### config.mk
export PLATFORM = sky130hd
export DESIGN_NAME = cache_controller
export DESIGN_NICKNAME = d
export VERILOG_FILES = /design/src/hdl/mem_hier_pkg.sv /design/src/hdl/cache_controller.sv
export VERILOG_INCLUDE_DIRS = /design/src /design/src/hdl
export SDC_FILE = /design/constraint.sdc
export NUM_CORES = 1
export LEC_CHECK = 0
export CAP_MARGIN = 10
export CORE_AREA = 2 2 166 168
export DETAILED_ROUTE_END_ITERATION = 8
export DIE_AREA = 0 0 168 170
export DONT_BUFFER_PORTS = 1
export PLACE_DENSITY_LB_ADDON = 0.3
export SYNTH_ARGS = -nofsm -noshare
export SYNTH_HDL_FRONTEND = slang
export SYNTH_SLANG_ARGS = --single-unit
### constraint.sdc
create_clock -name clk -period 2.05 [get_ports clk]
set_clock_uncertainty 0.1 [all_clocks]
set_input_delay 0.3075 -clock clk [delete_from_list [all_inputs] [get_ports clk]]
set_output_delay 0.3075 -clock clk [all_outputs]
set_load 0.02 [all_outputs]
### src/hdl/mem_hier_settings.svh
`ifndef MEM_HIER_SETTINGS_SVH
`define MEM_HIER_SETTINGS_SVH

// Cache geometry
`define MH_LINES 64           // Lines in each cache
`define MH_WORDS_PER_LINE 4   // Words per cache line

// Backing memory
`define MH_MEM_LINES 16384    // Lines in the unified memory
`define MH_MEM_LATENCY 4      // First request cycle to ready, inclusive

`endif

### src/hdl/mem_hier_pkg.sv
package mem_hier_pkg;

	// Address fields from the top bit down are tag, index and offset
	typedef logic [15:0] word_addr_t;  // Processor word address
	typedef logic [13:0] line_addr_t;  // Word address without its offset
	typedef logic [7:0]  tag_t;        // Upper address bits kept per line
	typedef logic [5:0]  index_t;      // Selects one of the cache lines
	typedef logic [1:0]  offset_t;     // Word inside a line

	typedef logic [15:0] word_t;       // Processor data word
	typedef logic [63:0] line_t;       // Four words with word 0 in the low bits

	// Controller FSM states
	typedef enum logic [1:0] {
		START        = 2'b00,
		EXTRA        = 2'b01,
		SERVICE_MISS = 2'b10,
		WRITE_BACK   = 2'b11
	} ctrl_state_t;

	// Controller to cache write command
	typedef struct packed {
		logic  we;     // Store on this clock edge
		line_t line;   // Full line to store
		logic  dirty;  // New dirty bit for the data cache only
	} cache_wr_t;

	// Controller to backing memory
	typedef struct packed {
		logic       rd;    // Read strobe held until ready
		logic       wr;    // Write strobe held until ready
		line_addr_t addr;  // Line being read or written
		line_t      line;  // Write line
	} mem_req_t;

	// Data cache lookup result
	typedef struct packed {
		logic  hit;    // Valid and tag match
		logic  dirty;  // Stored line differs from memory
		tag_t  tag;    // Tag of the stored line
		line_t line;   // Stored line
	} dcache_stat_t;

endpackage

### src/hdl/cache_controller.sv
`timescale 1ns/1ps
`include "mem_hier_settings.svh"

module cache_controller import mem_hier_pkg::*; (
	input  logic         clk,
	input  logic         rst_n,
	input  word_addr_t   i_i_addr,   // Fetch address
	input  word_addr_t   i_d_addr,   // Data address
	input  word_t        i_wr_data,  // Store data
	input  logic         i_i_acc,    // Fetch requested
	input  logic         i_d_acc,    // Data read or write requested
	input  logic         i_write,    // Data access is a store
	input  logic         i_i_hit,
	input  dcache_stat_t i_d_stat,
	input  logic         i_mem_rdy,
	input  line_t        i_m_line,   // Line read from memory
	output cache_wr_t    o_i_wr,
	output cache_wr_t    o_d_wr,
	output mem_req_t     o_m_req,
	output word_t        o_rd_data,  // Load result
	output logic         o_rdy       // Processor may complete its access
);

	localparam int unsigned WORD_BITS = $bits(line_t) / `MH_WORDS_PER_LINE;

	ctrl_state_t state;
	ctrl_state_t next_state;

	logic       d_miss;
	logic       i_miss;
	offset_t    d_off;
	line_addr_t d_line_addr;
	line_addr_t i_line_addr;
	line_addr_t wb_addr;

	// Clear the addressed word, then drop the store data into the gap
	function automatic line_t merge_word(line_t base, offset_t off, word_t data);
		line_t mask;
		line_t ins;
		mask = line_t'({WORD_BITS{1'b1}}) << (off * WORD_BITS);
		ins  = line_t'(data) << (off * WORD_BITS);
		return (base & ~mask) | ins;
	endfunction

	assign d_miss      = i_d_acc && !i_d_stat.hit;
	assign i_miss      = i_i_acc && !i_i_hit;
	assign d_off       = i_d_addr[1:0];
	assign d_line_addr = i_d_addr[15:2];
	assign i_line_addr = i_i_addr[15:2];
	assign wb_addr     = {i_d_stat.tag, i_d_addr[7:2]};  // Line now held in the cache

	// Load data comes straight from the cached line
	assign o_rd_data = i_d_stat.line[d_off*WORD_BITS +: WORD_BITS];

	always_ff @(posedge clk or negedge rst_n) begin
		if (!rst_n) begin
			state <= START;
		end else begin
			state <= next_state;
		end
	end

	always_comb begin
		o_i_wr       = '0;
		o_d_wr       = '0;
		o_m_req      = '0;
		o_m_req.line = i_d_stat.line;  // Only meaningful during write-back
		o_rdy        = 1'b0;
		next_state   = START;

		case (state)
			START: begin
				if (d_miss) begin  // Data side first
					if (i_d_stat.dirty) begin
						o_m_req.wr   = 1'b1;
						o_m_req.addr = wb_addr;
						next_state   = WRITE_BACK;
					end else begin
						o_m_req.rd   = 1'b1;
						o_m_req.addr = d_line_addr;
						next_state   = SERVICE_MISS;
					end
				end else if (i_miss) begin
					o_m_req.rd   = 1'b1;
					o_m_req.addr = i_line_addr;
					next_state   = SERVICE_MISS;
				end else begin
					if (i_d_acc && i_write) begin  // Write hit merges and marks dirty
						o_d_wr.we    = 1'b1;
						o_d_wr.line  = merge_word(i_d_stat.line, d_off, i_wr_data);
						o_d_wr.dirty = 1'b1;
					end
					o_rdy = 1'b1;
				end
			end

			SERVICE_MISS: begin
				if (d_miss) begin
					o_m_req.rd   = 1'b1;  // Keep request steady until ready
					o_m_req.addr = d_line_addr;
					if (i_mem_rdy) begin
						o_d_wr.we = 1'b1;
						if (i_write) begin  // Write miss
							o_d_wr.line  = merge_word(i_m_line, d_off, i_wr_data);
							o_d_wr.dirty = 1'b1;
						end else begin
							o_d_wr.line = i_m_line;
						end
					end
				end else if (i_miss) begin
					o_m_req.rd   = 1'b1;
					o_m_req.addr = i_line_addr;
					if (i_mem_rdy) begin
						o_i_wr.we   = 1'b1;
						o_i_wr.line = i_m_line;
					end
				end
				// Back to START after the refill, where the access then hits
				if (!i_mem_rdy && (d_miss || i_miss)) begin
					next_state = SERVICE_MISS;
				end
			end

			WRITE_BACK: begin
				o_m_req.wr   = 1'b1;
				o_m_req.addr = wb_addr;
				next_state   = i_mem_rdy ? EXTRA : WRITE_BACK;
			end

			EXTRA: begin
				// Fresh read after the write-back, the old ready must not count as refill
				o_m_req.rd   = 1'b1;
				o_m_req.addr = d_line_addr;
				next_state   = SERVICE_MISS;
			end

			default: begin
				next_state = START;
			end
		endcase
	end

endmodule

---- Yosys cells after proc, flatten, opt, wreduce, memory -nomap -nowiden ----
Index checks and enable logic that the tools add are counted.
cells by class
  equal/unequal tests ..................... 3
  shifts and indexed selects .............. 3
  mux-type cells .......................... 34
  bitwise operators ....................... 5
  reductions and logical operators ........ 9
operators by type and width
  cell                     number
  $mux W66                 5
  $mux W65                 4
  $pmux W66 S2             1
  $and A64 B64 Y64         2
  $or A64 B64 Y64          2
  $mux W64                 1
  $not A64 Y64             1
  $shiftx A64 B7 Y16       1
  $shl A16 B6 Y64          1
  $shl A16 B6 Y64 const A  1
  $mux W14                 4
  $pmux W14 S4             1
  $mux W1                  11
  $mux W2                  4
  $pmux W2 S4              1
  $eq A2 B2 Y1 const B     2
  $logic_and A1 B1 Y1      4
  $logic_not A1 Y1         3
  $pmux W1 S3              1
  $eq A2 B1 Y1 const B     1
  $logic_not A2 Y1         1
  $pmux W1 S2              1
  $logic_or A1 B1 Y1       1
word-level totals
  register bits ........................... 2
  input port bits ......................... 193
  output and inout port bits .............. 229
  logic and storage cells ................. 55

---- Logic depth before layout (Yosys ltp) ----
  depth in word-level cells ............... 8
  depth in mapped cells ................... 7
  mapped depth without buffers ............ 6

---- Least setup slack after synthesis ----
Ideal clock, no wire load.
  path type ............................... register -> output
  from .................................... register state[0]
  to ...................................... output port o_d_wr[10] in the netlist's numbering
  data arrival time ....................... 1.648 ns
  required time ........................... 1.642 ns
  slack ................................... -0.005 ns
  cell stages (with the launch flop) ...... 8
  path buffers ............................ 2
  cell sequence ........................... dfrtp_1 > inv_1 > ha_1 > and3_1 > nand3_1 > buf_2 > buf_2 > o22ai_1
RTL lines
  what                    line                    text
  from (decl)             cache_controller.sv:26  ctrl_state_t state;
  from (signal assigned)  cache_controller.sv:59  state <= next_state;
  to (decl)               cache_controller.sv:18  output cache_wr_t o_d_wr,

==> results.cfg <==
[outcome]
status = finished with violations
violations = setup timing

[grt]
antenna_found_initial = 2
grt_pass1_vias = 4169
grt_start_max_net_pins = 49
overflow = 0
grt_usage_pct = 14.7
grt_pass1_wl_um = 30900

[floorplanning]
die_x_um = 168
die_h_um = 170
dieArea_mm2 = 0.0286
ioPinCount = 422
initial_core_util_pct = 15.3
core_area_mm2 = 0.0267
rows = 60

[power_and_ir_drop]
finalPower_mw = 1.87
p_seq_share_pct = 3.0
switching_share_pct = 45.5
irDropWorstVdd_uv = 504
power_density_mw_per_mm2 = 310
p_switching_mw = 0.850
p_clk_share_pct = 15.6
p_leak_nw = 2.63
p_comb_share_pct = 81.4
intPower_mw = 1.02

[detailed_routing]
drc_errors = 0
viasPerCell = 5.07
final_antenna_net_count = 0
first_iter_violations = 155
vias = 4358
wl_per_cell_um = 29.7
totalWireLength_um = 25500
first_pass_iters = 4

[yosys]
syn_area_mm2 = 0.00409
netlist_instances = 508
ys_ff_latch = 2
synth.distinct_cells = 33
mappedNetlistNets = 706
yosys.area_share.adder_pct = 1.53
synth.mux.area_fraction_pct = 42.1
synth-simple-area-share_pct = 15.8
synth-seq-area-share_pct = 1.22
syn_avg_cell_area_um2 = 8.05
yosys_warnings = 0
synth_xor_area_share_pct = 0
synth_top_family_by_area = multiplexers
synth_compound_area_share_pct = 18.3

[placement]
port_buffers = 0
hpwl_um = 18300
dpl_cell_area_mm2 = 0.00469
gp_congestion = 0.770

[finish]
reg_top3 = state x2
syn2layout_area_growth_pct = 47.1
layout-drive-gt1-share_pct = 59.0
nNetsFinal = 717
final_cell_mix = mux2i_1 (136), buf_6 (64), and2_2 (59)
final_common_cell = mux2i_1
fin_util_pct = 22.6
largest_register_ffs = 2
final_area_mm2 = 0.00602
largest_register = state

[clocking]
cts_tree = yes
cts_buffers = 3
clk_path_buf_depth = 2
clock-root-buffer = clkbuf_16
clk_pin_slew_ns = 0.03
clock_sinks = 2
cts_max_level = 1
clk_latency_ns = 0.22

[timing]
hold_viol = 0
finalSetupTns_ns = -11.64
report.final.slew_viol_count = 0
layout_min_cycle_time_ns = 2.26
min_period_over_period_pct = 110
setup_violations = 81
rsz0062_at_grt = yes
fmax_ghz = 0.442
fin_ws_ns = -0.211

[critical_path]
cp.arrival_ns = 1.85
cp-start-kind = register
endpoint_kind = output port
path_max_fanout = 10
worstPathRequired_ns = 1.64
critPathKind = reg -> out

[worst_hold_path]
min_path_type = in -> async

[run]
drv_cap = 0
==> path summary, 6_finish.rpt <==
check | to | from | cells past startpoint | slack [ns]
max | o_d_wr[42] | state[1]$_DFF_PN0_ | 8 | -0.21
min | state[1]$_DFF_PN0_ | rst_n | 1 | 0.23
max reg2reg | state[0]$_DFF_PN0_ | state[0]$_DFF_PN0_ | 6 | 0.61
min reg2reg | state[1]$_DFF_PN0_ | state[0]$_DFF_PN0_ | 4 | 0.99
max in group asynchronous | state[0]$_DFF_PN0_ | rst_n | 1 | 1.48
min in group clk | state[0]$_DFF_PN0_ | i_d_stat[72] | 2 | 0.27
==> power groups by stage <==
| stage | sequential [mW] | combinational, mW | clock, mW |
|---|---|---|---|
| 2_1_floorplan | 0.0488 | 1.07 | 0 |
| 3_3_place_gp | 0.0498 | 1.18 | 0 |
| 3_5_place_dp | 0.0502 | 1.18 | 0 |
| 4_1_cts | 0.0517 | 1.27 | 0.296 |
| 5_1_grt | 0.0566 | 1.60 | 0.301 |
| 6_report | 0.0556 | 1.52 | 0.292 |
==> layer usage <==
metal | track usage, % | wire (µm) | up-vias
li1 | - | - | 1831
met1 | 17.4 | 10300 | 2191
met2 | 26.3 | 12400 | 309
met3 | 4.44 | 2270 | 27
met4 | 3.18 | 502 | 0
met5 | 0 | 0 | -
==> cells in the mapped netlist (all sizes together) <==
cell type	number	area [µm²]
buf	111	777
a21oi	4	20.0
and3	3	18.8
nor3	2	26.3
nand2	4	37.5
nand2b	2	12.5
nor2	21	93.8
conb	1	3.75
a22o	6	52.6
inv	6	22.5
clkbuf	15	56.3
o21ai	10	50.0
o22ai	67	419
a21boi	1	7.51
nand3	4	32.5
a221o	8	80.1
a21o	8	60.1
mux4	16	360
ha	5	62.6
dfrtp	2	50.1
a22oi	8	60.1
and2	64	400
mux2i	136	1360
nor2b	4	25.0
==> area by class of cell <==
| class | count | area [µm²] |
|---|---|---|
| clock buffers | 3 | 75.1 |
| repair buffers | 132 | 1510 |
| well taps | 341 | 427 |
| multi-input cells | 374 | 3930 |
| flip-flops and latches | 2 | 52.6 |
| fillers | 2888 | 20600 |
| diodes | 1 | 2.50 |
| inverters | 6 | 27.5 |
==> what timing repair did <==
item,4_1_cts,5_1_grt
buffers inserted,3,7
hold buffers,1,0
setup endpoints to repair,145,146
gates cloned,0,8
endpoints found under the hold margin,2,0
pin swaps,8,26
resized for setup,113,137
==> per-stage QoR <==
| stage | std cells | hold WS (ns) | worst slack (ns) |
|---|---|---|---|
| global route | 858 | 0.232 | -0.280 |
| finish | 859 | 0.227 | -0.211 |
| detailed placement | 836 | -0.0880 | -0.0434 |
| floorplan | 508 | -0.0881 | -0.00543 |
| CTS | 843 | 0.221 | -0.203 |
| global placement | 836 | -0.0880 | -0.0579 |
==> worst max-delay path, cell delays in order, from the launching register on <==
cell and delay, ns:
dfrtp_2 0.44, inv_4 0.09, ha_4 0.15, and3_4 0.19, nand3_4 0.11, buf_12 0.18
buf_6 0.13, o22ai_1 0.14, buf_4 0.18
==> cell families (layout without fill, tap and decap cells) <==
group / Yosys count / after routing
compound gates: 112 / 112
fa+ha+maj: 5 / 5
buf+inv: 132 / 141
flops: 2 / 2
mux: 152 / 152
other cells: 1 / 2
simple gates: 104 / 104
Note: power is estimated with default switching activity, not from simulation.
